<file path="config.mk">
export PLATFORM = sky130hd
export DESIGN_NAME = uart_tx
export DESIGN_NICKNAME = d
export VERILOG_FILES = /design/src/verilog/mem_link_pkg.sv /design/src/verilog/uart_tx.sv
export SDC_FILE = /design/constraint.sdc
export NUM_CORES = 1
export LEC_CHECK = 0
export BUFFER_PORTS_ARGS = -buffer_cell sky130_fd_sc_hd__buf_2
export CAP_MARGIN = 40
export CORE_MARGIN = 2
export CORE_UTILIZATION = 55
export CTS_CLUSTER_SIZE = 14
export DETAILED_ROUTE_END_ITERATION = 8
export PLACE_DENSITY_LB_ADDON = 0.05
export SETUP_SLACK_MARGIN = 0.15
export SLEW_MARGIN = 20
export SYNTH_ARGS = -nofsm -noshare
export SYNTH_HDL_FRONTEND = slang
export SYNTH_SLANG_ARGS = --single-unit
</file>
<file path="constraint.sdc">
create_clock -name CLK -period 1.8 [get_ports CLK]
set_input_delay 0.45 -clock CLK [delete_from_list [all_inputs] [get_ports CLK]]
set_output_delay 0.45 -clock CLK [all_outputs]
set_load 0.01 [all_outputs]
</file>
<file path="src/verilog/mem_link_pkg.sv">
//////////////////////////////
// Serial memory link shared definitions
//////////////////////////////

package mem_link_pkg;

	// Serial line timing.
	localparam int CLKS_PER_BIT = 4;

	// Frame limits.
	localparam int MSG_BYTES_MAX = 9;
	localparam int MSG_BITS = 72;
	localparam int LEN_BITS = 5;

	// Payload lengths of each message kind.
	localparam int READ_LEN = 5;
	localparam int WRITE_LEN = 9;
	localparam int REPLY_LEN = 4;

	// Byte memory.
	localparam int MEM_BYTES = 2048;
	localparam int MEM_ADDR_BITS = 11;

	typedef enum logic [1:0] {
		LINE_IDLE,
		LINE_START,
		LINE_DATA,
		LINE_STOP
	} line_state_t;

	typedef enum logic [1:0] {
		LINK_HEADER,
		LINK_PAYLOAD,
		LINK_REPLY
	} link_state_t;

	typedef enum logic [1:0] {
		REQ_READ,
		REQ_WRITE,
		REQ_INVALID
	} req_kind_t;

endpackage

</file>
<file path="src/verilog/uart_tx.sv">
//////////////////////////////
// UART transmitter
//////////////////////////////
`timescale 1ns/1ps

module uart_tx import mem_link_pkg::*; (
	input  logic       CLK,
	input  logic       RST,
	input  logic [7:0] tx_data,
	input  logic       tx_start,
	output logic       tx_ready,
	output logic       tx
);

	line_state_t state;
	logic [$clog2(CLKS_PER_BIT)-1:0] cnt;
	logic [2:0] bit_idx;
	logic [7:0] shift;
	logic bit_end;

	assign bit_end = (cnt == CLKS_PER_BIT - 1);

	always_ff @(posedge CLK or posedge RST) begin
		if (RST) begin
			state <= LINE_IDLE;
			tx <= 1'b1;
			tx_ready <= 1'b1;
			cnt <= '0;
			bit_idx <= '0;
		end else begin
			cnt <= bit_end ? '0 : cnt + 1'b1;
			case (state)
				LINE_IDLE: begin
					cnt <= '0;
					if (tx_start) begin
						tx <= 1'b0; // Start bit.
						tx_ready <= 1'b0;
						state <= LINE_START;
					end
				end
				LINE_START: if (bit_end) begin
					tx <= shift[0];
					bit_idx <= '0;
					state <= LINE_DATA;
				end
				LINE_DATA: if (bit_end) begin
					if (bit_idx == 3'd7) begin
						tx <= 1'b1; // Stop bit.
						state <= LINE_STOP;
					end else begin
						tx <= shift[0];
						bit_idx <= bit_idx + 1'b1;
					end
				end
				default: if (bit_end) begin
					tx_ready <= 1'b1;
					state <= LINE_IDLE;
				end
			endcase
		end
	end

	// Data bits leave LSB first.
	always_ff @(posedge CLK) begin
		if (state == LINE_IDLE && tx_start)
			shift <= tx_data;
		else if ((state == LINE_START || state == LINE_DATA) && bit_end)
			shift <= shift >> 1;
	end

	a_idle_high: assert property (@(posedge CLK) disable iff (RST)
		(state == LINE_IDLE) |-> tx);

endmodule

</file>
==> results.ini <==
[sta]
rsz0062_at_grt=false
period_share_pct=89.8
worstMarginPinSlew_ns=0.361
fin_crit_ns=1.62
clock_skew_ns=0.00665
maxSlewHeadroom_pct=75.9
maxSlewViolCount=0
setup_viol=0
fmaxAchievable_mhz=618
hold_viol_final=0
fin_tns_setup_ns=0

[final_layout]
drive_gt1_share_pct=37.6
finalNetCount=113
final_cell_count_no_fill=109
n_antenna_cell=0
stdcell_area_sq_um=1070
area_growth_pct=13.0
fill_cells=122

[floorplanning]
core_sq_um=1560
start_util_pct=60.5
die_h_um=45.4
ios=13
fp.dieArea_sq_um=2060
rows=14
die_x_um=45.4

[routing]
drc_errors=0
ant_nets=0
drt_iter0_drc=7
first_pass_iters=2
vias=600
wl_per_cell_um=14.8
avgViaCountPerCell=5.50
wl_um=1610

[critical_path]
end_kind=flip-flop
cp.arrival_ns=1.84
critPathKind=reg2reg
crit_start=state[1]$_DFFE_PP0P_
path_max_fanout=5
timing.rr.start=state[1]$_DFFE_PP0P_
start_kind=flip-flop
crit_required_ns=2.03
r2r_cells=5

[place]
dp_cells=105
dp_hpwl_um=1210
io_buffers=12
dpl_cell_area_sq_um=1020
place_congestion=0.771

[yosys]
synth_top_area_cell=edfxtp_1
syn_nets=95
ys_warn_count=0
synth-seq-area-share_pct=49.6
synth.cell_area_sq_um=943
ys_ff_latch=17
syn_avg_cell_area_sq_um=12.4
netlist_top_cells_area=edfxtp_1, dfrtp_1, ha_1
synthCells=76
ys_types=25
synth_top_area_share_pct=25.5

[grt]
grt_max_degree=10
grt_overflow=0
antenna_found_initial=0
track_usage_pct=18.8
grt_pass1_vias=575
grt_use_met3_pct=4.76
top_usage_layer=met2
grt_util_met1_pct=24.3
grt_first_pass_wirelength_um=2560
grt_util_met2_pct=27.6

[pwr]
peakVddDrop_v=0.000850
p_total_mw=1.73
pwr_density_cell_nw_per_um2=1620
p_leak_nw=0.491

[clocking]
cts_made_buffers=3
h-tree-depth=1
path_clk_slew_ns=0.10
cts_tree=done
post_cts_buffers=0
cts_root_buffer=clkbuf_4
cts_hold_buf=0
clockBufferDepth=2
cts_resized=0
clock_latency_ns=0.30
cts.sinks=17

[job]
maxCapViolations=0

[min_path]
min_path_type=in2async

[outcome]
status=completed

power by group:
group	internal [mW]	switching, mW
combinational	0.412	0.429
clock	0.0864	0.120
sequential	0.612	0.0740
cell families (layout without fill, tap and decap cells):
| kind of cell | Yosys count | after routing | share of synthesized area (%) |
|---|---|---|---|
| AOI/OAI and AO/OA | 12 | 12 | 9.29 |
| adders and majority gates | 8 | 8 | 10.6 |
| buffers and inverters | 10 | 27 | 5.57 |
| DFF | 17 | 17 | 49.6 |
| muxes | 14 | 14 | 15.9 |
| and+or+nand+nor | 15 | 15 | 9.02 |
worst max-delay path: stages, from the launching register on:
cell      delay [ns]
dfrtp_1         0.41
inv_1           0.09
ha_1            0.26
o21ba_4         0.23
a211oi_1        0.19
mux2_2          0.36
worst paths after layout:
| kind | end | slack [ns] |
|---|---|---|
| worst min register to register | cnt[0]$_DFF_PP0_ | 0.44 |
| min in group CLK | cnt[0]$_DFF_PP0_ | 0.44 |
| worst max-delay path | tx$_DFFE_PP1P_ | 0.18 |
| max in group asynchronous | tx$_DFFE_PP1P_ | 1.39 |
| worst min-delay path | cnt[1]$_DFF_PP0_ | 0.1 |
| worst max register to register | tx$_DFFE_PP1P_ | 0.18 |
cell usage in the layout, fill, tap and decap left out:
master,n
a211oi_1,1
a21oi_1,2
a221o_2,1
and2_1,1
and2b_1,1
and3_1,1
buf_2,12
buf_4,3
clkbuf_1,1
clkbuf_4,3
dfrtp_1,7
dfstp_2,2
edfxtp_1,8
ha_1,7
ha_2,1
inv_1,8
mux2_2,8
mux2i_1,6
nand2_1,6
nand2_2,1
nand2_4,1
nand2b_1,1
nand2b_4,1
nand3b_1,1
nor3_1,1
o21ai_0,4
o21ba_4,1
o21bai_1,1
o221ai_1,1
o22ai_2,1
per-layer routing:
| layer | part of all wire, % | wire length, um |
|---|---|---|
| met5 | 0 | 0 |
| met4 | 3.0 | 48 |
| met3 | 2.7 | 43 |
| met2 | 47 | 763 |
| met1 | 47 | 753 |
final cells by class:
type | count | area (sq um) | share of cell area (%)
Clock buffer | 4 | 26.3 | 2.46
Timing Repair Buffer | 15 | 82.6 | 7.75
Inverter | 8 | 30.0 | 2.82
Multi-Input combinational cell | 49 | 439 | 41.2
Tap cell | 16 | 20.0 | 1.88
Sequential cell | 17 | 468 | 43.9
metrics by stage:
stage / setup WS, ns / utilization [%] / hold slack [ns]
4_1_cts: 0.153 / 67.3 / 0.107
6_report: 0.183 / 68.4 / 0.0983
3_3_place_gp: 0.234 / 65.7 / 0.424
5_1_grt: 0.149 / 68.4 / 0.139
3_5_place_dp: 0.169 / 65.7 / 0.427
2_1_floorplan: 0.279 / - / 0.276
registers in the layout, indices dropped and copies added (netlist names):
signal	flops
bit_idx	3
cnt	2
shift	8
state	2
tx	1
tx_ready	1
Yosys cell counts:
cell type / n
edfxtp_1: 8
ha_1: 8
inv_1: 8
mux2_2: 8
dfrtp_1: 7
nand2_1: 7
mux2i_1: 6
o21ai_0: 4
a21oi_1: 2
buf_6: 2
dfstp_2: 2
a211oi_1: 1
a221o_2: 1
and2_1: 1
and2b_1: 1
and3_1: 1
nand2_2: 1
nand2b_1: 1
nand2b_4: 1
nand3b_1: 1
nor3_1: 1
o21ba_4: 1
o21bai_1: 1
o221ai_1: 1
o22ai_1: 1
Note: power is estimated with default switching activity, not from simulation.
