[config.mk]
export PLATFORM = sky130hd
export DESIGN_NAME = uart_rx
export DESIGN_NICKNAME = d
export VERILOG_FILES = /design/src/verilog/mem_link_pkg.sv /design/src/verilog/uart_rx.sv
export SDC_FILE = /design/constraint.sdc
export NUM_CORES = 1
export LEC_CHECK = 0
export BUFFER_PORTS_ARGS = -buffer_cell sky130_fd_sc_hd__buf_4
export CORE_ASPECT_RATIO = 0.7
export CORE_MARGIN = 10
export CORE_UTILIZATION = 54
export CTS_CLUSTER_SIZE = 40
export DETAILED_ROUTE_END_ITERATION = 12
export PLACE_DENSITY = 0.72
export SETUP_SLACK_MARGIN = 0.4
export SLEW_MARGIN = 20
export SYNTH_ARGS = -nofsm -noshare
export SYNTH_HDL_FRONTEND = slang
export SYNTH_SLANG_ARGS = --single-unit
[constraint.sdc]
create_clock -name CLK -period 2 [get_ports CLK]
set_clock_uncertainty 0.15 [all_clocks]
set_input_delay 0.4 -clock CLK [delete_from_list [all_inputs] [get_ports CLK]]
set_output_delay 0.4 -clock CLK [all_outputs]
set_load 0.02 [all_outputs]
[src/verilog/mem_link_pkg.sv]
//////////////////////////////
// Serial memory link shared definitions
//////////////////////////////

package mem_link_pkg;

	// Serial line timing.
	localparam int CLKS_PER_BIT = 4;

	// Frame limits.
	localparam int MSG_BYTES_MAX = 9;
	localparam int MSG_BITS = 72;
	localparam int LEN_BITS = 5;

	// Payload lengths of each message kind.
	localparam int READ_LEN = 5;
	localparam int WRITE_LEN = 9;
	localparam int REPLY_LEN = 4;

	// Byte memory.
	localparam int MEM_BYTES = 2048;
	localparam int MEM_ADDR_BITS = 11;

	typedef enum logic [1:0] {
		LINE_IDLE,
		LINE_START,
		LINE_DATA,
		LINE_STOP
	} line_state_t;

	typedef enum logic [1:0] {
		LINK_HEADER,
		LINK_PAYLOAD,
		LINK_REPLY
	} link_state_t;

	typedef enum logic [1:0] {
		REQ_READ,
		REQ_WRITE,
		REQ_INVALID
	} req_kind_t;

endpackage

[src/verilog/uart_rx.sv]
//////////////////////////////
// UART receiver
//////////////////////////////
`timescale 1ns/1ps

module uart_rx import mem_link_pkg::*; (
	input  logic       CLK,
	input  logic       RST,
	input  logic       rx,
	output logic [7:0] rx_data,
	output logic       rx_valid
);

	line_state_t state;
	logic rx_meta, rx_sync;
	logic [$clog2(CLKS_PER_BIT)-1:0] cnt;
	logic [2:0] bit_idx;
	logic [7:0] shift;
	logic bit_end;

	assign bit_end = (cnt == CLKS_PER_BIT - 1);

	//////////////////////////////
	// Input synchronizer
	always_ff @(posedge CLK or posedge RST) begin
		if (RST) begin
			rx_meta <= 1'b1;
			rx_sync <= 1'b1;
		end else begin
			rx_meta <= rx;
			rx_sync <= rx_meta;
		end
	end

	//////////////////////////////
	// Bit engine
	always_ff @(posedge CLK or posedge RST) begin
		if (RST) begin
			state <= LINE_IDLE;
			cnt <= '0;
			bit_idx <= '0;
			rx_valid <= 1'b0;
		end else begin
			rx_valid <= 1'b0;
			cnt <= bit_end ? '0 : cnt + 1'b1;
			case (state)
				LINE_IDLE: begin
					cnt <= '0;
					if (!rx_sync)
						state <= LINE_START;
				end
				LINE_START: if (cnt == CLKS_PER_BIT / 2 - 1) begin
					// Recheck the start bit at its middle.
					cnt <= '0;
					bit_idx <= '0;
					state <= rx_sync ? LINE_IDLE : LINE_DATA;
				end
				LINE_DATA: if (bit_end) begin
					bit_idx <= bit_idx + 1'b1;
					if (bit_idx == 3'd7)
						state <= LINE_STOP;
				end
				default: if (bit_end) begin
					rx_valid <= rx_sync; // Framing error drops the byte.
					state <= LINE_IDLE;
				end
			endcase
		end
	end

	always_ff @(posedge CLK) begin
		if (state == LINE_DATA && bit_end)
			shift <= {rx_sync, shift[7:1]};
		if (state == LINE_STOP && bit_end)
			rx_data <= shift;
	end

endmodule

==> summary.md, run 1 <==
| Metric | Value |
|---|---|
| Status | `completed` |
| Setup Fix Bufs, Post-CTS | `0` |
| Via-to-Cell Ratio | `just over 5` |
| Clk Latency, worst-skew pair | `roughly 0.30 ns` |
| First-pass GRT wire length | `approximately 2.4 mm` |
| Mean post-synth cell area | `around 15 µm²` |
| Diode count | `0` |
| Switching share of power | `0.317` |
| CTS Sinks | `26` |
| Buf/Inv on CP | `0` |
| Port Buffers | `11` |
| Post-route cell area | `between 0.001 and 0.0015 mm²` |
| Cell at the slowest stage of the critical path | `dfrtp_1` |
| Crit end category | `flip-flop` |
| WS Path Type | `reg2reg` |
| Share of cells above drive strength 1 | `0.341` |
| Post-DP HPWL | `1.08 mm` |
| Setup TNS | `0 ns` |
| Most frequent cells in the layout | `16 x edfxtp_1, 12 x buf_4, 7 x dfrtp_1` |
| Global-route usage over all layers | `0.0737` |
| Max-slew headroom | `0.737` |
| Met2 WL | `621 µm` |
| Worst EP required | `roughly 1.9 ns` |
| Worst path top cell family by delay | `flip-flops` |
| Routed Antenna Nets | `0` |
| Hold Violations, Final | `0` |
| Initial core utilization | `0.562` |
| Ports | `12` |
| DR top layer | `met3` |
| Tcrit/Tclk final | `0.739` |
| Die width | `about 70 µm` |
| Post-synthesis simple-gate area fraction | `0.103` |
| Core area | `0.00182 mm²` |
| Die footprint | `about 0.0041 mm²` |
| Largest net degree at the start of global routing | `15` |
| Area Overhead vs Synth | `15.6%` |
| Maximum net fanout on the critical path | `8` |
| CP peak stage delay | `approximately 0.43 ns` |
| Nets@finish | `92` |
| Area of the multi-input gates | `267 µm²` |
| Final cell count without fillers | `104` |
| Library cells used by synthesis | `20` |
| Dpl cells | `99` |
| Clk pin slew, worst setup/hold paths | `0.12 ns` |
| Clk pwr share | `0.176` |
| Ys async rst share | `0.385` |
| Post-synthesis xor/xnor area fraction | `0` |
| Rows | `13` |
| Cell Area, Placed | `0.00112 mm²` |
| Initial antenna violation count | `0` |
| RSZ-0062 raised after global routing | `false` |
| Adder-cell share of the synthesized area | `0.0733` |
| WL final | `approximately 1.4 mm` |
| Complex-gate fraction of the synthesized area | `0.0611` |
| Register share of total power | `0.557` |
| Pre-CTS setup slack | `around 0.34 ns` |
| Die H | `roughly 56 µm` |
| Max_cap viols | `0` |
| Routability cong. | `about 0.73` |
| VDD IR max | `between 700 and 800 µV` |
| Finish-stage setup viols | `0` |
| DRC Markers | `0` |
| TritonRoute pass-1 iters | `4` |
| DRT met1 WL | `a little under 700 µm` |
| CTS Buf Count | `3` |
| FF+latch count, synth | `26` |
| Overflow after GRT | `0` |
| Cell Chain, Critical Path | `ha_2, nand2_2, nor2_4` |
| Startpoint types | `flip-flop` |
| Synth top area cells | `edfxtp_1 47%, dfrtp_1 20%, ha_1 7.3%` |
| Setup WS post-layout | `0.522 ns` |
| Fin. max-slew vios | `0` |
| Comb power frac | `0.267` |
| CTS tree | `yes` |
| Fill cells | `140` |
| Commonest non-fill, non-tap cell in the layout | `edfxtp_1` |
| H-tree depth | `1` |
| Root Buffer | `clkbuf_4` |
| Power Internal | `between 0.9 and 1 mW` |
| Worst Tran Pin Value | `0.393 ns` |
| DR WL met3 | `79 µm` |
| Largest family of logic cells by synthesized area | `simple AND/OR/NAND/NOR gates` |
| Via count | `approximately 540` |
| Seq. cell area | `approximately 730 µm²` |
| Pwr dens | `between 1000 and 1500 mW/mm²` |
| Pleak | `just under 0.5 nW` |
| Area share of the largest cell type after synthesis | `0.469` |
| Cell Area, Synth | `about 0.0010 mm²` |
| Mux cell area share after synthesis | `0.00978` |
| Post-synth top flop | `edfxtp_1` |
| Post-synth EDFFs | `16` |
| Min Clock Period, post-route | `~1.5 ns` |
| Final worst hold slack | `about 0.037 ns` |
| Switching power | `about 0.44 mW` |
| Vias in the first global route | `approximately 510` |
| Syn_nets | `76` |
| Hold crit path type | `in2reg` |
| Synthesized instance count | `67` |
| Clock Path Buffers | `2` |
| DR WL/cell | `between 10 and 15 µm` |
| Sequential-to-total area share from yosys stat | `0.716` |
| Starting DRC count in detailed routing | `21` |
| Synth Warn # | `0` |
| Worst Path Arrival | `1.34 ns` |
| Yosys top cell by area | `edfxtp_1` |
| Max Fclk | `around 0.68 GHz` |
## final timing paths
check / to / cells after the start / from / slack, ns
max in group asynchronous: rx_sync$_DFF_PP1_ / 3 / RST / 0.92
worst min register to register: rx_sync$_DFF_PP1_ / 0 / rx_meta$_DFF_PP1_ / 0.22
worst max-delay path: shift[4]$_DFFE_PP_ / 3 / cnt[1]$_DFF_PP0_ / 0.52
worst max register to register: shift[4]$_DFFE_PP_ / 3 / cnt[1]$_DFF_PP0_ / 0.52
min in group asynchronous: bit_idx[1]$_DFFE_PP0P_ / 3 / RST / 0.47
worst min-delay path: rx_meta$_DFF_PP1_ / 1 / rx / 0.04
## metal layers
metal	vias to the layer above	track usage
met4	0	0.00826
met3	0	0.0421
li1	267	-
met5	-	0
met1	262	0.0869
met2	9	0.117
## power groups by stage
stage	Clock (mW)	Combinational, mW	Sequential (mW)
after floorplan	0	0.291	0.776
after global placement	0	0.365	0.775
after detailed placement	0	0.370	0.784
after CTS	0.255	0.376	0.774
after global routing	0.274	0.431	0.797
final	0.247	0.373	0.779
## sequential cells by signal, indices dropped and copies added (netlist names)
| signal | flops |
|---|---|
| rx_valid | 1 |
| rx_meta | 1 |
| cnt | 2 |
| bit_idx | 3 |
| rx_data | 8 |
| rx_sync | 1 |
| state | 2 |
| shift | 8 |
## logic make-up (layout without fill, tap and decap cells)
logic type | count (synthesis) | count (layout)
compound gates | 7 | 7
fa+ha+maj | 6 | 6
buf+inv | 7 | 22
flops | 26 | 26
mux | 1 | 1
simple gates | 20 | 20
## stage by stage
step	total power, mW	utilization
after floorplan	1.07	-
after global placement	1.14	0.617
after detailed placement	1.15	0.617
after CTS	1.41	0.646
after global routing	1.50	0.650
final	1.40	0.650
## layout make-up
class / instances / area share
flip-flops and latches: 26 / 0.621
multi-input cells: 34 / 0.225
repair buffers: 13 / 0.0846
clock buffers: 4 / 0.0307
well taps: 22 / 0.0233
inverters: 5 / 0.0159
## cell usage after synthesis (2+ instances only)
cell type   n
dfrtp_1     8
inv_1       5
dfstp_2     2
nand2_1     6
edfxtp_1   16
a211oi_2    3
ha_1        6
a21oi_1     2
nor3_1      3
nor2_1      6
## what timing repair did
action	4_1_cts	5_1_grt
hold buffers	1	0
hold endpoints to repair	8	0
endpoints found under the setup margin	16	8
resized for setup	2	3
cloned	0	0
pin swaps	0	1
Power figures use the tool's default switching activity.
==> run 2: changes to the inputs <==
clock period = 1.45 ns   (was 2 ns; I/O delays follow)
==> run 2 against run 1 <==
  * Hold slack improved by 0.18 ns
  * Critical endpoint unchanged
  * Utilization up 11 points
  * Via count increased by 9.5%
  * Wire length up 24%
  * Clock power increased by 93%
==> summary.md, run 2 (synthesis gave the netlist of run 1 again) <==
| Metric | Value |
|---|---|
| Status | `completed` |
| Worst Tran Pin Value | `0.393 ns (-0.000242 ns)` |
| Final worst hold slack | `0.215 ns (+0.178 ns)` |
| Hold crit path type | `reg2reg` |
| R2R Setup Slk | `0.09 ns (-0.44 ns)` |
| Fill cells | `112 (-20%)` |
| Pleak | `0.554 nW (+15%)` |
| Area Overhead vs Synth | `35.9%` |
| Min Clock Period, post-route | `1.36 ns (-0.114 ns)` |
| Clock Path Buffers | `2 (unchanged)` |
| Max_cap viols | `0 (unchanged)` |
| Pwr dens | `1740 mW/mm² (+47%)` |
| Top flop regs | `rx_data x8, shift x8, bit_idx x3` |
| Starting DRC count in detailed routing | `9 (-57%)` |
| Ports | `12 (unchanged)` |
| FF-to-FF End | `shift[4]$_DFFE_PP_` |
| Reg2reg path depth | `3 (unchanged)` |
| Worst r2r src | `cnt[1]$_DFF_PP0_` |
| Commonest non-fill, non-tap cell in the layout | `edfxtp_1` |
| Die footprint | `0.00406 mm² (unchanged)` |
| Die H | `56.4 µm (unchanged)` |
| Cell Area, Placed | `0.00119 mm² (+6.0%)` |
| Die width | `72.0 µm (unchanged)` |
| DR WL/cell | `14.9 µm (+12%)` |
| Initial core utilization | `0.562 (unchanged)` |
| CTS tree | `yes` |
| Fin. max-slew vios | `0 (unchanged)` |
| Post-DP HPWL | `1.18 mm (+9.3%)` |
| Routability cong. | `0.741 (+1.7%)` |
| CTS Buf Count | `3 (unchanged)` |
| WS Path Type | `reg2reg` |
| Port Buffers | `11 (unchanged)` |
| Overflow after GRT | `0 (unchanged)` |
| Pre-CTS setup slack | `0.00794 ns (-0.328 ns)` |
| Most frequent cells in the layout | `16 x edfxtp_1, 12 x buf_4, 10 x buf_6, 6 x dfrtp_1, 5 x nor2_1` |
| Worst EP required | `1.32 ns (-0.54 ns)` |
| Root Buffer | `clkbuf_4` |
| Share of cells above drive strength 1 | `0.527 (+0.185)` |
| RSZ-0062 raised after global routing | `true` |
| Finish-stage setup viols | `0 (unchanged)` |
| Largest net degree at the start of global routing | `16 (+1)` |
| Crit end category | `flip-flop` |
| CTS Sinks | `26 (unchanged)` |
| Setup TNS | `0 ns (unchanged)` |
| VDD IR max | `1310 µV (+74%)` |
| WL final | `1.71 mm (+24%)` |
| Tcrit/Tclk final | `0.941 (+0.202)` |
| Core area | `0.00182 mm² (unchanged)` |
| Via count | `589 (+9.5%)` |
| TritonRoute pass-1 iters | `2 (-2)` |
| Worst min-delay path endpoint | `rx_sync$_DFF_PP1_` |
| HP Start | `rx_meta$_DFF_PP1_` |
| Max Fclk | `0.733 GHz (+8.4%)` |
| Clk Latency, worst-skew pair | `0.31 ns (about the same)` |
| Clk pin slew, worst setup/hold paths | `0.13 ns (about the same)` |
| Max-slew headroom | `0.738 (about the same)` |
| Maximum net fanout on the critical path | `8 (unchanged)` |
| Hold Crit Depth | `0 (-1)` |
| Startpoint types | `flip-flop` |
| Setup WS post-layout | `0.0856 ns (-0.436 ns)` |
| Via-to-Cell Ratio | `5.12 (-0.99%)` |
| Routed Antenna Nets | `0 (unchanged)` |
| Rows | `13 (unchanged)` |
| Global-route usage over all layers | `0.0886 (+0.0149)` |
| Vias in the first global route | `596 (+17%)` |
| Diode count | `0 (unchanged)` |
| Nets@finish | `103 (+12%)` |
| Hold Violations, Final | `0 (unchanged)` |
| Post-route cell area | `0.00139 mm² (+18%)` |
| First-pass GRT wire length | `2.85 mm (+18%)` |
| H-tree depth | `1 (unchanged)` |
| Worst Path Arrival | `1.23 ns (-0.11 ns)` |
| DRC Markers | `0 (unchanged)` |
| Initial antenna violation count | `0 (unchanged)` |
[run 2: cell types whose count changed in the layout (fill, tap and decap cells not counted), moves of 2 or more]
cell,change
buf_6,+10
ha_1,-3
ha_4,+2
nand2_1,-3
nand2_2,+2
[run 2: timing repair]
action / CTS / global route
gates resized for setup: 13 / 6
hold buffers: 2 / 0
setup endpoints to repair: 33 / 33
pin swaps: 8 / 3
endpoints found under the hold margin: 9 / 0
setup buffers: 7 / 0
[run 2: power by group]
part	internal, mW	leakage [nW]	switching, mW
combinational	0.426	0.260	0.435
sequential	0.947	0.265	0.132
clock	0.279	0.0279	0.197
total	1.65	0.554	0.764
[run 2: routing by layer]
metal  global-route usage  wire [µm]
met5                    0          0
met2                0.127        797
met1                0.112        799
met4               0.0248          6
met3               0.0474        111
[run 2: how the worst max path moves through the flow]
stage | slack [ns] | from | endpoint | cells after the start
2_1_floorplan | 0.13 | cnt[1]$_DFF_PP0_ | state[0]$_DFFE_PP0P_ | 5
3_3_place_gp | 0.03 | cnt[0]$_DFF_PP0_ | shift[7]$_DFFE_PP_ | 3
3_5_place_dp | 0.008 | cnt[0]$_DFF_PP0_ | shift[5]$_DFFE_PP_ | 3
4_1_cts | 0.08 | cnt[1]$_DFF_PP0_ | bit_idx[1]$_DFFE_PP0P_ | 5
5_1_grt | 0.02 | cnt[1]$_DFF_PP0_ | shift[4]$_DFFE_PP_ | 3
6_report | 0.09 | cnt[1]$_DFF_PP0_ | shift[4]$_DFFE_PP_ | 3
[run 2: per-stage QoR]
step	instances	power [mW]	util
2_1_floorplan	67	1.56	-
3_3_place_gp	102	1.71	0.655
3_5_place_dp	102	1.73	0.655
4_1_cts	115	2.37	0.751
5_1_grt	115	2.56	0.764
6_report	115	2.42	0.764
[run 2: critical path: stages (launching register included)]
cell     delay, ns
dfrtp_2       0.44
ha_4          0.18
nand2_4       0.07
nor2_4        0.23
[run 2: area by class of cell]
cell class | count | area [µm²] | share of cell area
clock buffers | 3 | 22.5 | 0.0162
clock inverters | 1 | 30.0 | 0.0216
inverters | 5 | 18.8 | 0.0135
multi-input cells | 34 | 334 | 0.240
flip-flops and latches | 26 | 736 | 0.529
well taps | 22 | 27.5 | 0.0198
repair buffers | 24 | 223 | 0.160
==> run 3: changes to the inputs <==
clock period = 1.4 ns   (was 1.45 ns; I/O delays follow)
==> run 3 against run 2 <==
  * Wire length rose by 9.7%
  * Clock power fell by 34%
  * Final cell count did not move
  * Non-clock buffer count did not move
  * Largest cell class unchanged
  * Combinational power rose by 16%
  * Via count rose by 3.1%
  * Largest power group unchanged
  * Maximum frequency rose by 0.19%
==> summary.md, run 3 (synthesis gave the netlist of run 1 again) <==
| Metric | Value |
|---|---|
| Initial antenna violation count | `0 (unchanged)` |
| Final cell count without fillers | `115 (unchanged)` |
| Startpoint types | `flip-flop` |
| Fin. max-slew vios | `0 (unchanged)` |
| Crit end category | `flip-flop` |
| CTS tree | `yes` |
| CTS Buf Count | `3 (unchanged)` |
| RSZ-0062 raised after global routing | `true` |
| WL final | `1.88 mm (+9.7%)` |
| First-pass GRT wire length | `3.14 mm (+10%)` |
| Root Buffer | `clkbuf_4` |
| TritonRoute pass-1 iters | `4 (+2)` |
| Core area | `0.00182 mm² (unchanged)` |
| Most frequent cells in the layout | `16 x edfxtp_1, 13 x buf_6, 9 x buf_4, 6 x dfrtp_1` |
| Max Fclk | `0.734 GHz (+0.19%)` |
| Global-route usage over all layers | `0.101 (+0.0120)` |
| Dpl cells | `105 (+2.9%)` |
| Cell Chain, Critical Path | `ha_4, nand2_4, buf_4, nor3_1, a211oi_2` |
| Vias in the first global route | `611 (+2.5%)` |
| Port Buffers | `11 (unchanged)` |
| Largest net degree at the start of global routing | `15 (-1)` |
| Via count | `607 (+3.1%)` |
| DR WL/cell | `16.3 µm (+9.7%)` |
| Share of cells above drive strength 1 | `0.559 (+0.0323)` |
| Max-slew headroom | `0.815 (+0.0776)` |
| Diode count | `0 (unchanged)` |
| Die width | `72.0 µm (unchanged)` |
| Clk pin slew, worst setup/hold paths | `0.13 ns (about the same)` |
| Commonest non-fill, non-tap cell in the layout | `edfxtp_1` |
| Cell at the slowest stage of the critical path | `dfrtp_2` |
| Setup TNS | `0 ns (unchanged)` |
| Nets@finish | `103 (unchanged)` |
| Worst Tran Pin Value | `0.277 ns (-0.116 ns)` |
| Worst Path Arrival | `1.43 ns (+0.20 ns)` |
| Routability cong. | `0.764 (+3.2%)` |
| Clk Latency, worst-skew pair | `0.32 ns (about the same)` |
| Status | `completed` |
| Die footprint | `0.00406 mm² (unchanged)` |
| Ports | `12 (unchanged)` |
| Die H | `56.4 µm (unchanged)` |
| Pleak | `0.550 nW (-0.67%)` |
| Routed Antenna Nets | `0 (unchanged)` |
| Setup WS post-layout | `0.0382 ns (-0.0475 ns)` |
| Starting DRC count in detailed routing | `45 (+36)` |
| Pre-CTS setup slack | `-0.0336 ns (-0.0415 ns)` |
| Min Clock Period, post-route | `1.36 ns (-0.00254 ns)` |
| Worst EP required | `1.47 ns (+0.15 ns)` |
| Post-DP HPWL | `1.32 mm (+12%)` |
| Max_cap viols | `0 (unchanged)` |
| CP peak stage delay | `0.46 ns (+0.02 ns)` |
| DRC Markers | `0 (unchanged)` |
| Hold Violations, Final | `0 (unchanged)` |
| VDD IR max | `1250 µV (-4.6%)` |
| Clock Path Buffers | `2 (unchanged)` |
| Rows | `13 (unchanged)` |
| Hold crit path type | `reg2reg` |
| Via-to-Cell Ratio | `5.28 (+3.1%)` |
| Area Overhead vs Synth | `38.9%` |
| Maximum net fanout on the critical path | `4 (-4)` |
| Fill cells | `101 (-9.8%)` |
| Tcrit/Tclk final | `0.973 (+0.0318)` |
| WS Path Type | `reg2reg` |
| Pwr dens | `1730 mW/mm² (-0.15%)` |
| Initial core utilization | `0.562 (unchanged)` |
| Overflow after GRT | `0 (unchanged)` |
| Finish-stage setup viols | `0 (unchanged)` |
| H-tree depth | `1 (unchanged)` |
| CTS Sinks | `26 (unchanged)` |
| Top flop regs | `rx_data x8, shift x8, bit_idx x3` |
-- run 3: cell count changes in the layout (fill, tap and decap cells not counted), moves of 2 or more --
| cell | delta |
|---|---|
| buf_6 | +3 |
| inv_1 | -2 |
| ha_4 | +3 |
| ha_1 | -2 |
| buf_4 | -3 |
-- run 3: metrics by stage --
step | util | instance area, µm² | hold slack, ns | power [mW]
final | 0.780 | 1420 | 0.214 | 2.46
after global routing | 0.780 | 1420 | 0.218 | 2.62
after CTS | 0.727 | 1320 | 0.216 | 2.26
after detailed placement | 0.667 | 1210 | 0.148 | 1.86
after global placement | 0.667 | 1210 | 0.138 | 1.82
after floorplan | - | 1070 | -0.0313 | 1.61
-- run 3: worst paths after layout --
path	to	slack, ns	startpoint	cells after the start
min in group asynchronous	bit_idx[0]$_DFFE_PP0P_	0.28	RST	3
max in group asynchronous	rx_sync$_DFF_PP1_	0.56	RST	3
worst min-delay path	rx_sync$_DFF_PP1_	0.21	rx_meta$_DFF_PP1_	0
worst max register to register	bit_idx[1]$_DFFE_PP0P_	0.04	cnt[0]$_DFF_PP0_	5
worst max-delay path	bit_idx[1]$_DFFE_PP0P_	0.04	cnt[0]$_DFF_PP0_	5
worst min register to register	rx_sync$_DFF_PP1_	0.21	rx_meta$_DFF_PP1_	0
-- run 3: cell type report --
cell class / instances / area [µm²] / area share
sequential: 26 / 736 / 0.518
timing repair buffer: 24 / 234 / 0.165
clock buffer: 4 / 26.3 / 0.0185
tap: 22 / 27.5 / 0.0194
multi-input combinational: 34 / 373 / 0.262
inverter: 5 / 25.0 / 0.0176
-- run 3: repair_timing --
item | in CTS | in global routing
pin swaps | 3 | 4
endpoints found under the hold margin | 9 | 0
setup endpoints to repair | 33 | 35
gates resized for setup | 11 | 19
buffers inserted | 3 | 1
hold buffers | 2 | 0
gates cloned | 0 | 0
-- run 3: worst max-delay path, delay by kind of cell (launching register included) --
kind	cells	cell delay, ns
flip-flops	1	0.46
AO/OA/AOI/OAI	1	0.06
AND/OR/NAND/NOR	2	0.26
adder cells (fa/ha/maj)	1	0.19
buffers and inverters	1	0.17
-- run 3: report_power, final --
group	leakage, nW	total [mW]	switching [mW]	internal, mW
Clock	0.0150	0.314	0.202	0.112
Combinational	0.270	1.00	0.488	0.516
Sequential	0.265	1.15	0.167	0.980
Total	0.550	2.46	0.857	1.61
-- run 3: routing by layer --
metal	routed length [µm]	global-route usage
met1	876	0.127
met2	851	0.138
met3	94	0.0491
met4	57	0.0496
met5	0	0
