### src/verilog/mem_link_pkg.sv
//////////////////////////////
// Serial memory link shared definitions
//////////////////////////////

package mem_link_pkg;

	// Serial line timing.
	localparam int CLKS_PER_BIT = 4;

	// Frame limits.
	localparam int MSG_BYTES_MAX = 9;
	localparam int MSG_BITS = 72;
	localparam int LEN_BITS = 5;

	// Payload lengths of each message kind.
	localparam int READ_LEN = 5;
	localparam int WRITE_LEN = 9;
	localparam int REPLY_LEN = 4;

	// Byte memory.
	localparam int MEM_BYTES = 2048;
	localparam int MEM_ADDR_BITS = 11;

	typedef enum logic [1:0] {
		LINE_IDLE,
		LINE_START,
		LINE_DATA,
		LINE_STOP
	} line_state_t;

	typedef enum logic [1:0] {
		LINK_HEADER,
		LINK_PAYLOAD,
		LINK_REPLY
	} link_state_t;

	typedef enum logic [1:0] {
		REQ_READ,
		REQ_WRITE,
		REQ_INVALID
	} req_kind_t;

endpackage

### src/verilog/frame_link.sv
//////////////////////////////
// Message framing link
//////////////////////////////
`timescale 1ns/1ps

module frame_link import mem_link_pkg::*; (
	input  logic                CLK,
	input  logic                RST,
	input  logic [7:0]          rx_data,
	input  logic                rx_valid,
	output logic [MSG_BITS-1:0] msg_data,
	output logic [LEN_BITS-1:0] msg_length,
	output logic                msg_valid,
	input  logic [31:0]         reply_data,
	input  logic                reply_valid,
	output logic                reply_ready,
	output logic [7:0]          tx_data,
	output logic                tx_start,
	input  logic                tx_ready
);

	link_state_t rx_state, tx_state;
	logic [LEN_BITS-1:0] hdr_len, rx_idx;
	logic hdr_ok;
	logic [39:0] reply_word, tx_shift;
	logic [2:0] tx_left;
	logic send_first, send_next;

	//////////////////////////////
	// Receive side
	assign hdr_len = rx_data[LEN_BITS-1:0];
	assign hdr_ok = (rx_data[7:LEN_BITS] == '0) && (hdr_len != '0)
		&& (hdr_len <= MSG_BYTES_MAX);

	always_ff @(posedge CLK or posedge RST) begin
		if (RST) begin
			rx_state <= LINK_HEADER;
			rx_idx <= '0;
			msg_length <= '0;
			msg_valid <= 1'b0;
		end else begin
			msg_valid <= 1'b0;
			if (rx_valid) begin
				case (rx_state)
					LINK_HEADER: if (hdr_ok) begin
						msg_length <= hdr_len;
						rx_idx <= '0;
						rx_state <= LINK_PAYLOAD;
					end
					LINK_PAYLOAD: begin
						rx_idx <= rx_idx + 1'b1;
						if (rx_idx == msg_length - 1'b1) begin
							msg_valid <= 1'b1;
							rx_state <= LINK_HEADER;
						end
					end
					default: rx_state <= LINK_HEADER;
				endcase
			end
		end
	end

	// Payload fills the bus from byte 0 upward.
	always_ff @(posedge CLK) begin
		if (rx_valid && rx_state == LINK_HEADER && hdr_ok)
			msg_data <= '0;
		else if (rx_valid && rx_state == LINK_PAYLOAD)
			msg_data[rx_idx*8 +: 8] <= rx_data;
	end

	//////////////////////////////
	// Transmit side
	// LINK_HEADER here means no reply in progress.
	assign reply_ready = (tx_state == LINK_HEADER);
	assign reply_word = {reply_data, 8'(REPLY_LEN)};
	assign send_first = reply_valid && tx_ready && !tx_start;
	assign send_next = !reply_valid && tx_state == LINK_REPLY && tx_ready && !tx_start;

	always_ff @(posedge CLK or posedge RST) begin
		if (RST) begin
			tx_state <= LINK_HEADER;
			tx_start <= 1'b0;
			tx_left <= '0;
		end else begin
			tx_start <= send_first || send_next;
			if (reply_valid) begin
				tx_state <= LINK_REPLY;
				tx_left <= send_first ? 3'(REPLY_LEN) : 3'(REPLY_LEN + 1);
			end else if (send_next) begin
				tx_left <= tx_left - 1'b1;
				if (tx_left == 3'd1)
					tx_state <= LINK_HEADER; // Last byte handed off.
			end
		end
	end

	always_ff @(posedge CLK) begin
		if (reply_valid)
			tx_shift <= send_first ? reply_word >> 8 : reply_word;
		else if (send_next)
			tx_shift <= tx_shift >> 8;
		if (send_first)
			tx_data <= reply_word[7:0];
		else if (send_next)
			tx_data <= tx_shift[7:0];
	end

	a_msg_len: assert property (@(posedge CLK) disable iff (RST)
		msg_valid |-> (msg_length >= 1 && msg_length <= MSG_BYTES_MAX));

endmodule

### config.mk
export PLATFORM = sky130hd
export DESIGN_NAME = frame_link
export DESIGN_NICKNAME = d
export VERILOG_FILES = /design/src/verilog/mem_link_pkg.sv /design/src/verilog/frame_link.sv
export SDC_FILE = /design/constraint.sdc
export NUM_CORES = 1
export LEC_CHECK = 0
export BUFFER_PORTS_ARGS = -buffer_cell sky130_fd_sc_hd__clkbuf_2
export CAP_MARGIN = 20
export CELL_PAD_IN_SITES_DETAIL_PLACEMENT = 0
export CELL_PAD_IN_SITES_GLOBAL_PLACEMENT = 1
export CORE_AREA = 2 2 133 135
export CTS_CLUSTER_SIZE = 14
export DETAILED_ROUTE_END_ITERATION = 16
export DIE_AREA = 0 0 135 137
export GPL_ROUTABILITY_DRIVEN = 0
export GPL_TIMING_DRIVEN = 0
export HOLD_SLACK_MARGIN = 0.1
export PLACE_DENSITY = 0.85
export SETUP_SLACK_MARGIN = 0.4
export SYNTH_ARGS = -nofsm -noshare
export SYNTH_HDL_FRONTEND = slang
export SYNTH_SLANG_ARGS = --single-unit
### constraint.sdc
create_clock -name CLK -period 2.2 [get_ports CLK]
set_input_delay 0.11 -clock CLK [delete_from_list [all_inputs] [get_ports CLK]]
set_output_delay 0.11 -clock CLK [all_outputs]
set_load 0.05 [all_outputs]
==> summary.md, run 1 <==
| Metric | Value |
|---|---|
| Antenna violations before repair | 0 |
| Vias per inst | around 5 |
| Hold Path Class | in -> reg |
| Congestion Overflow GR | 0 |
| Reg2reg path depth | 12 |
| Seq/Total Area, Yosys | a little over half |
| CTS H-tree depth | 4 |
| Count of cell types in the netlist | 58 |
| Reported max-cap violation count | 0 |
| Setup Crit Path Kind | reg -> reg |
| GRT Total Usage | 18.80% |
| RSZ-0062 raised after global routing | true |
| Final Net Count | 905 |
| Ys Warns | 0 |
| Filler instances | 1604 |
| Number of remaining DRC errors | 0 |
| Number of diodes | 0 |
| Avg Inst Size Synth | about 9.5 um^2 |
| Reg-to-reg slack, setup | -0.15 ns |
| Flops & latches, synth | about 140 |
| Worst setup SP type | flip-flop |
| Clk sinks | 137 |
| Post-synth top flop | dfxtp_1 |
| Hold_sp | rx_data[0] |
| Io pins | 133 |
| Minimum clock period | 2.355 ns |
| Failing checks | setup timing |
| Post-route clock skew | 0.006393 ns |
| Setup WS post-layout | -0.1549 ns |
| Post-Layout Inst Area | 0.008498 mm^2 |
| Hold worst-path end | msg_length[0]$_DFFE_PP0P_ |
| Reg area | 0.003228 mm^2 |
| Most common cell after layout, fill and taps aside | nand2_1 |
| RR Startpoint | rx_idx[1]$_DFFE_PP0P_ |
| Number of enable flip-flop cells after synthesis | 40 |
| Die Wd | 135 um |
| Later-pin clock latency in the skew report | 0.42 ns |
| Fin. max-slew vios | 0 |
| First-pass GRT wire length | between 20 and 30 mm |
| Reg clk slew, reported paths | 0.06 ns |
| Vias in the first global route | 5219 |
| Root buffer selected by CTS | clkbuf_16 |
| Worst setup startpoint | rx_idx[1]$_DFFE_PP0P_ |
| Crit Path Max Fanout | 6 |
| P per Cell Area | around 1200 mW/mm^2 |
| Fraction of layout cells with a size suffix above 1 | 29.30% |
| Peak supply drop | 0.7467 mV |
| CTS tree | yes |
| Rel. slew slack | 49.15% |
| Most frequent cells in the layout | nand2_1 (130), clkbuf_2 (128), dfxtp_1 (80), nand3_1 (42) |
| Multi-input gate area | about 0.0029 mm^2 |
| Starting density of the core | 36.36% |
| Final wirelength | 17.29 mm |
| Cell count after synthesis | between 600 and 700 |
| IO buf count | 127 |
| Die area | 0.01850 mm^2 |
| Worst-margin pin slew | 0.7570 ns |
| DRT antenna net count | 0 |
| Worst EP required | 2.51 ns |
| CP Capture Type | flip-flop |
| Async set-reset flop share out of synthesis | 12.41% |
| DP Worst Slack | -0.5075 ns |
| Drt wl/cell | approximately 16 um |
| FF-to-FF End | msg_data[9]$_SDFFE_PP0P_ |
| Initial DRC count | around 260 |
| Row cnt | 48 |
| Syn Std Cell Area | between 0.006 and 0.007 mm^2 |
| Period utilization | 107.0% |
| Area after DPL | between 0.007 and 0.008 mm^2 |
| Bufs on Longest Clock Path | 2 |
| DRT Pass-1 Iters | 6 |
| Endpoints failing setup | 72 |
| HPWL after DPL | ~11 mm |
| Worst hold stages | 3 |
| Area grow syn2layout | 37.02% |
| Core area | 0.01706 mm^2 |
| Die H | 137 um |
| F_max | 0.4246 GHz |
| Vias | 5520 |
| Syn nets | 702 |
| CTS Buf Count | 17 |
| CP Data Arrival Time | between 2 and 3 ns |
| Final hold vios | 0 |
| Status | complete, but fails checks |
| Leak pwr | 3.731 nW |
| Largest net degree at the start of global routing | 22 |
| Total negative slack | -7.409 ns |
==> final cells by class <==
cell class | count | area share [%]
buffer | 49 | 3.548
clock buffer | 18 | 5.050
clock inverter | 14 | 1.546
inverter | 18 | 0.8245
multi-input combinational | 448 | 33.72
sequential | 137 | 37.99
tap | 225 | 3.313
timing repair buffer | 183 | 14.02
==> worst max-delay path, stage by stage, from the launching register on <==
cell and delay, ns:
dfrtp_1 0.36, buf_6 0.11, inv_4 0.03, ha_4 0.14, nor2b_4 0.12, nor2b_4 0.13
ha_4 0.27, nand4_1 0.15, or4_4 0.46, buf_8 0.15, nor2_4 0.13, buf_12 0.14
o21ai_1 0.05
==> metrics by stage <==
stage                     hold WS, ns  utilization (%)  instances  power (mW)
after global placement         0.2336            42.19       1003       7.006
after floorplan               0.03607                -        651       6.209
after global routing           0.2129            49.82       1092       10.80
after detailed placement       0.2384            42.19       1003       7.052
after CTS                      0.1548            48.92       1088       10.16
final                          0.1796            49.82       1092       10.29
==> worst max path at each step <==
stage | to | cells past startpoint
after floorplan | msg_data[8]$_SDFFE_PP0P_ | 11
after global placement | msg_data[47]$_SDFFE_PP0P_ | 10
after detailed placement | msg_data[47]$_SDFFE_PP0P_ | 10
after CTS | msg_data[8]$_SDFFE_PP0P_ | 11
after global routing | msg_data[21]$_SDFFE_PP0P_ | 12
final | msg_data[9]$_SDFFE_PP0P_ | 12
==> cells in the mapped netlist, types with 2 or more instances <==
| cell type | number | area (um^2) |
|---|---|---|
| buf_4 | 5 | 37.54 |
| a32oi_2 | 2 | 32.53 |
| o211ai_1 | 4 | 30.03 |
| nor3_1 | 5 | 25.02 |
| nand4b_1 | 4 | 35.03 |
| nor4_1 | 2 | 12.51 |
| o21ai_1 | 6 | 30.03 |
| clkbuf_1 | 22 | 82.58 |
| or3_1 | 4 | 25.02 |
| o21ai_0 | 44 | 220.2 |
| buf_1 | 5 | 18.77 |
| nor2_1 | 42 | 157.7 |
| ha_1 | 6 | 75.07 |
| edfxtp_1 | 40 | 1201 |
| buf_6 | 5 | 56.30 |
| nand3_1 | 42 | 210.2 |
| and2_1 | 3 | 18.77 |
| dfrtp_1 | 17 | 425.4 |
| a21oi_1 | 16 | 80.08 |
| a21o_1 | 2 | 15.01 |
| nor2b_1 | 4 | 25.02 |
| nand2b_1 | 4 | 25.02 |
| dfxtp_1 | 80 | 1602 |
| nand3_4 | 4 | 70.07 |
| and3_1 | 14 | 87.58 |
| nand2_1 | 130 | 488.0 |
| xnor2_1 | 3 | 26.28 |
| a32o_1 | 2 | 20.02 |
| nand4_1 | 8 | 50.05 |
| inv_1 | 18 | 67.56 |
| o22a_1 | 2 | 17.52 |
| xor2_1 | 3 | 26.28 |
| nor2_4 | 2 | 22.52 |
| mux2i_1 | 39 | 390.4 |
| a22o_1 | 4 | 35.03 |
| buf_2 | 12 | 60.06 |
| or4_1 | 2 | 15.01 |
| a31oi_1 | 24 | 150.1 |
==> timing repair <==
item	CTS	global route
setup buffers	15	3
setup endpoints to repair	121	86
gates resized for setup	28	41
cloned	1	1
pin swaps	13	23
endpoints found under the hold margin	77	0
hold buffers	37	0
==> logic make-up (layout without fill, tap and decap cells) <==
logic type               count (synthesis)  in the layout  share of synthesized area [%]
flip-flops                             137            137                          52.05
XOR/XNOR                                 6              6                         0.8474
buffers and inverters                   67            282                          5.205
adder cells (fa/ha/maj)                  6              6                          1.210
AO/OA/AOI/OAI                          113            114                          11.26
AND/OR/NAND/NOR                        281            281                          22.59
multiplexers                            41             41                          6.839
==> state kept, by name (all words and copies together), names as in the netlist <==
name / count
msg_valid: 1
msg_length: 5
tx_shift: 40
rx_state: 1
tx_start: 1
tx_left: 3
tx_state: 1
tx_data: 8
msg_data: 72
rx_idx: 5
==> report_power, final <==
| group | leakage (nW) | switching, mW | internal, mW |
|---|---|---|---|
| clock network | 0.270 | 1.09 | 1.65 |
| registers | 1.26 | 0.263 | 3.06 |
| logic | 2.20 | 2.84 | 1.38 |
==> routing by layer <==
metal / vias up / track usage (%) / wire, um
met2: 159 / 31.11 / 8433
met3: 23 / 4.778 / 947
met5: - / 0 / 0
met4: 0 / 6.250 / 201
li1: 2714 / - / -
met1: 2624 / 24.09 / 7709
Note: power is estimated with default switching activity, not from simulation.
==> inputs of run 2 (changes only) <==
--- a/config.mk
+++ b/config.mk
@@ -9,10 +9,10 @@
 export CAP_MARGIN = 20
 export CELL_PAD_IN_SITES_DETAIL_PLACEMENT = 0
 export CELL_PAD_IN_SITES_GLOBAL_PLACEMENT = 1
-export CORE_AREA = 2 2 133 135
+export CORE_AREA = 2 2 95 189
 export CTS_CLUSTER_SIZE = 14
 export DETAILED_ROUTE_END_ITERATION = 16
-export DIE_AREA = 0 0 135 137
+export DIE_AREA = 0 0 97 191
 export GPL_ROUTABILITY_DRIVEN = 0
 export GPL_TIMING_DRIVEN = 0
 export HOLD_SLACK_MARGIN = 0.1
==> run 2 against run 1 <==
The flow still finishes with violations (setup timing). Wire length grew 1.5%. Critical path type unchanged. Clock skew increased by 0.0023 ns. Die area grew 0.17%. Setup slack lost 0.17 ns. Maximum frequency shrank 6.6%. Final area is 0.75% higher. Sequential share of layout area down 0.28 points. Critical endpoint is now msg_data[3]$_SDFFE_PP0P_. Non-clock buffer count up 2. Global-route usage up 0.31 points. Cell count fell by 1.2%. Total power up 3.1%.
==> summary.md, run 2 (synthesis results as in run 1) <==
| Metric | Value |
|---|---|
| Bufs on Longest Clock Path | 2 |
| Vias | 5521 |
| Worst setup SP type | flip-flop |
| Clk sinks | 137 |
| Largest Register | msg_data |
| Antenna violations before repair | 0 |
| Congestion Overflow GR | 0 |
| CTS tree | yes |
| Fin util | roughly half |
| Core area | 0.01710 mm^2 |
| Worst-margin pin slew | 0.8638 ns |
| Worst path cell trace | buf_6 > inv_4 > ha_4 > nor2b_4 > nor2b_4 > ha_4 > buf_6 > buf_6 > nor4b_2 > and4b_1 > buf_6 > mux2i_1 > nor2_1 |
| Io pins | 133 |
| Hold_sp | tx_ready |
| Number of diodes | 0 |
| CP Capture Type | flip-flop |
| Row cnt | between 60 and 70 |
| Slowest cell on the critical path | dfrtp_1 |
| Fraction of layout cells with a size suffix above 1 | ~30% |
| Most used cell, CP | buf_6 |
| Post-route clock skew | 0.008725 ns |
| Number of remaining DRC errors | 0 |
| CTS H-tree depth | 4 |
| Worst hold stages | 5 |
| Final wirelength | 17.55 mm |
| Setup WS post-layout | -0.3202 ns |
| Starting density of the core | 36.27% |
| Routed wl met2 | 8.927 mm |
| Largest net degree at the start of global routing | 22 |
| Vias per inst | 5.117 |
| Final Net Count | 907 |
| DRT Pass-1 Iters | 5 |
| Reg2reg path depth | 13 |
| Status | complete, but fails checks |
| FF-to-FF End | msg_data[3]$_SDFFE_PP0P_ |
| Peak supply drop | around 0.66 mV |
| Area grow syn2layout | 38.05% |
| P per Cell Area | 1239 mW/mm^2 |
| Max Used Layer | met4 |
| Root buffer selected by CTS | clkbuf_16 |
| CTS Buf Count | 17 |
| Die H | 191 um |
| Met3 wire length | 1.098 mm |
| Reported max-cap violation count | 0 |
| Largest regs | msg_data x72, tx_shift x40, tx_data x8 |
| WL met1 | 7.130 mm |
| Total power | 10.61 mW |
| Hold worst-path end | tx_left[2]$_DFFE_PP0P_ |
| Area after DPL | 0.007177 mm^2 |
| Later-pin clock latency in the skew report | 0.43 ns |
| Reg clk slew, reported paths | 0.07 ns |
| GRT Total Usage | 19.12% |
| Worst EP required | 2.52 ns |
| Reg-to-reg slack, setup | -0.32 ns |
| Rel. slew slack | 41.97% |
| Die area | 0.01853 mm^2 |
| CP Data Arrival Time | ~2.8 ns |
| Leak pwr | 3.779 nW |
| Hold Path Class | in -> reg |
| Most common cell after layout, fill and taps aside | clkbuf_2 |
| RSZ-0062 raised after global routing | true |
| HPWL after DPL | 11.65 mm |
| Post-Layout Inst Area | 0.008562 mm^2 |
| DP Worst Slack | -0.5551 ns |
| Critical Path Max Stage Delay | 0.39 ns |
| Failing checks | setup timing |
| Die Wd | 97 um |
| Minimum clock period | 2.520 ns |
| Max reg flops | 72 |
| Period utilization | 114.6% |
| Endpoints failing setup | between 70 and 80 |
| Most frequent cells in the layout | clkbuf_2 (131), nand2_1 (130), dfxtp_1 (80), nand3_1 (41) |
| Vias in the first global route | 5452 |
| Initial DRC count | just under 300 |
| Fin. max-slew vios | 0 |
| F_max | 0.3968 GHz |
| First-pass GRT wire length | 28.48 mm |
| RR Startpoint | rx_idx[1]$_DFFE_PP0P_ |
| DP Cell Count | approximately 1000 |
| IO buf count | 127 |
| Final hold vios | 0 |
| Drt wl/cell | 16.27 um |
| Layout Cells excl Fill | 1079 |
| Setup Crit Path Kind | reg -> reg |
| DRT antenna net count | 0 |
| Crit Path Max Fanout | 7 |
[run 2: how the worst max path moves through the flow]
stage,start,endpoint,cells after the start
detailed placement,rx_idx[0]$_DFFE_PP0P_,msg_data[62]$_SDFFE_PP0P_,10
floorplan,rx_idx[1]$_DFFE_PP0P_,msg_data[8]$_SDFFE_PP0P_,11
global route,rx_idx[1]$_DFFE_PP0P_,msg_data[3]$_SDFFE_PP0P_,13
global placement,rx_idx[0]$_DFFE_PP0P_,msg_data[63]$_SDFFE_PP0P_,10
finish,rx_idx[1]$_DFFE_PP0P_,msg_data[3]$_SDFFE_PP0P_,13
CTS,rx_idx[1]$_DFFE_PP0P_,msg_data[8]$_SDFFE_PP0P_,11
[run 2: cell type report]
class                      count  area [um^2]
fill                        1571         8539
sequential                   137         3228
multi-input combinational    448         2879
timing repair buffer         185         1184
clock buffer                  21        504.2
buffer                        49        304.0
tap                          210        262.8
clock inverter                11        130.1
inverter                      18        70.07
[run 2: worst max-delay path, delay by kind of cell, from the launching register on]
kind,cells,cell delay [ns]
flops,1,0.39
buf+inv,5,0.55
mux,1,0.18
fa+ha+maj,2,0.35
simple gates,5,0.92
[run 2: what timing repair did]
action,4_1_cts,5_1_grt
endpoints found under the setup margin,137,126
buffers inserted,13,6
pin swaps,13,28
cloned,1,1
gates resized for setup,22,56
hold endpoints to repair,73,0
hold buffers,38,0
[run 2: layer usage]
layer  vias to the layer above  global-route usage [%]
met5                         -                       0
met4                         0                   7.801
met3                        34                   5.009
met2                       182                   32.43
met1                      2593                   22.97
li1                       2712                       -
[run 2: power by group]
part / internal, mW / switching (mW) / leakage [nW]
clock network: 1.88 / 1.15 / 0.306
logic: 1.41 / 2.85 / 2.21
registers: 3.06 / 0.260 / 1.26
total: 6.35 / 4.26 / 3.78
[run 2: stage by stage]
step                setup TNS, ns  hold WS, ns
finish                     -10.63       0.1774
global route               -16.62       0.1823
CTS                        -11.48       0.1755
detailed placement         -20.75       0.2405
global placement           -20.54       0.2439
floorplan                  -2.050      0.03607
==> inputs of run 3 (changes only) <==
--- a/config.mk
+++ b/config.mk
@@ -18,6 +18,7 @@
 export HOLD_SLACK_MARGIN = 0.1
 export PLACE_DENSITY = 0.85
 export SETUP_SLACK_MARGIN = 0.4
+export SKIP_CTS_REPAIR_TIMING = 1
 export SYNTH_ARGS = -nofsm -noshare
 export SYNTH_HDL_FRONTEND = slang
 export SYNTH_SLANG_ARGS = --single-unit
==> run 3 against run 2 <==
The run still ends with setup timing left. Total power down 0.48%. Register-to-register slack worse by 0.07 ns. Clock power hardly changed. Global-route usage fell by 1.0 points. Cell count decreased by 0.19%. Critical endpoint is now msg_data[56]$_SDFFE_PP0P_. Largest cell class unchanged. Largest power group unchanged. Highest routed layer unchanged.
==> summary.md, run 3 (synthesis results as in run 1) <==
| Metric | Value |
|---|---|
| CP Capture Type | flip-flop |
| Initial DRC count | 293 |
| Core area | 0.01710 mm^2 |
| Vias | 5526 |
| Io pins | 133 |
| Bufs on Longest Clock Path | 2 |
| Max reg flops | 72 |
| Die area | around 0.019 mm^2 |
| Vias in the first global route | between 5k and 6k |
| Area after DPL | 0.007177 mm^2 |
| Reg clk slew, reported paths | 0.06 ns |
| Multi-input gate area | 0.002815 mm^2 |
| Final Net Count | 905 |
| Largest Register | msg_data |
| Final hold vios | 0 |
| Antenna violations before repair | 0 |
| DP Cell Count | about 990 |
| Hold Path Class | in -> reg |
| Area grow syn2layout | 36.39% |
| HPWL after DPL | about 12 mm |
| RSZ-0062 raised after global routing | true |
| Endpoints failing setup | 72 |
| Most common cell after layout, fill and taps aside | clkbuf_2 |
| Crit Path Max Fanout | 8 |
| Row cnt | just under 70 |
| Leak pwr | 3.748 nW |
| Layout Cells excl Fill | 1077 |
| DP Worst Slack | -0.5551 ns |
| Largest regs | msg_data x72, tx_shift x40, tx_data x8 |
| Failing checks | setup timing |
| Congestion Overflow GR | 0 |
| Starting density of the core | 36.27% |
| Period utilization | 117.9% |
| Minimum clock period | 2.593 ns |
| CTS H-tree depth | 4 |
| Hold Slack | 0.07533 ns |
| Die Wd | 97 um |
| Status | complete, but fails checks |
| Worst setup SP type | flip-flop |
| Later-pin clock latency in the skew report | 0.43 ns |
| DRT Pass-1 Iters | 5 |
| Filler instances | 1580 |
| F_max | slightly below 0.4 GHz |
| GRT Total Usage | a little under a fifth |
| DRT antenna net count | 0 |
| CP Data Arrival Time | 2.96 ns |
| Total power | ~11 mW |
| Fraction of layout cells with a size suffix above 1 | between 20% and 30% |
| IO buf count | ~130 |
| Number of diodes | 0 |
| Reg-to-reg slack, setup | -0.39 ns |
| Post-route clock skew | ~0.0084 ns |
| CTS tree | yes |
| Reported max-cap violation count | 0 |
| Most frequent cells in the layout | clkbuf_2 (134), nand2_1 (130), dfxtp_1 (80), nand3_1 (42) |
| Fin. max-slew vios | 0 |
| Rel. slew slack | 47.79% |
| P per Cell Area | 1248 mW/mm^2 |
| Final wirelength | around 18 mm |
| Root buffer selected by CTS | clkbuf_16 |
| Worst EP required | 2.57 ns |
| Number of remaining DRC errors | 0 |
| Post-Layout Inst Area | 0.008459 mm^2 |
| Clk sinks | around 140 |
| Setup WS post-layout | -0.3929 ns |
| Vias per inst | 5.131 |
| Peak supply drop | 0.6487 mV |
| First-pass GRT wire length | 26.96 mm |
| Setup Crit Path Kind | reg -> reg |
| CTS Buf Count | 17 |
| Worst-margin pin slew | ~0.8 ns |
| Die H | between 150 and 200 um |
| Reg area | about 0.0032 mm^2 |
| Largest net degree at the start of global routing | 42 |
| Drt wl/cell | ~16 um |
[run 3: changes by cell type in the layout (fill, tap and decap cells not counted), moves of 2 or more]
cell / before / now
buf_2: 14 / 11
buf_4: 20 / 27
buf_6: 11 / 9
clkbuf_2: 131 / 134
dlygate4sd3_1: 38 / 33
nor3_2: 0 / 2
nor3_4: 2 / 0
o21ai_0: 20 / 22
o21ai_1: 18 / 22
o21ai_2: 13 / 7
[run 3: critical path, stage by stage (launching register included)]
cell,delay (ns)
dfrtp_1,0.37
buf_6,0.13
inv_4,0.04
ha_4,0.15
nor2b_4,0.13
nor2b_4,0.13
ha_4,0.28
nand4b_1,0.17
or4_4,0.63
nor2_4,0.28
mux2i_1,0.20
[run 3: area by class of cell]
cell class / instances / share of cell area, %
plain buffers: 49 / 3.609
clock buffers: 21 / 5.961
clock inverters: 11 / 1.538
inverters: 18 / 0.8579
multi-input cells: 448 / 33.28
flip-flops and latches: 137 / 38.16
well taps: 210 / 3.106
repair buffers: 183 / 13.49
[run 3: final timing paths]
kind / from / end / cells past startpoint
min in group asynchronous: RST / rx_idx[2]$_DFFE_PP0P_ / 3
min reg2reg: msg_data[12]$_SDFFE_PP0P_ / msg_data[12]$_SDFFE_PP0P_ / 2
max reg2reg: rx_idx[1]$_DFFE_PP0P_ / msg_data[56]$_SDFFE_PP0P_ / 10
min: reply_data[18] / tx_shift[26]$_DFFE_PP_ / 3
max: rx_idx[1]$_DFFE_PP0P_ / msg_data[56]$_SDFFE_PP0P_ / 10
max in group asynchronous: RST / msg_length[1]$_DFFE_PP0P_ / 3
[run 3: where the power goes]
group          leakage, nW  internal (mW)  total (mW)  switching [mW]
Clock                0.306           1.88        3.03            1.15
Combinational         2.18           1.39        4.20            2.81
Sequential            1.26           3.06        3.33           0.266
Total                 3.75           6.33        10.6            4.22
[run 3: routing by layer]
| layer | GRT usage, % | vias up | wire length (um) |
|---|---|---|---|
| met2 | 30.53 | 185 | 8731 |
| met5 | 0 | - | 0 |
| met3 | 4.570 | 39 | 1029 |
| li1 | - | 2710 | - |
| met1 | 21.73 | 2592 | 7288 |
| met4 | 7.801 | 0 | 463 |
[run 3: stage by stage]
stage | util [%] | TNS, ns
after floorplan | - | -2.050
after global placement | 41.97 | -20.54
after detailed placement | 41.97 | -20.75
after CTS | 45.68 | -23.11
after global routing | 49.47 | -25.94
final | 49.47 | -19.05
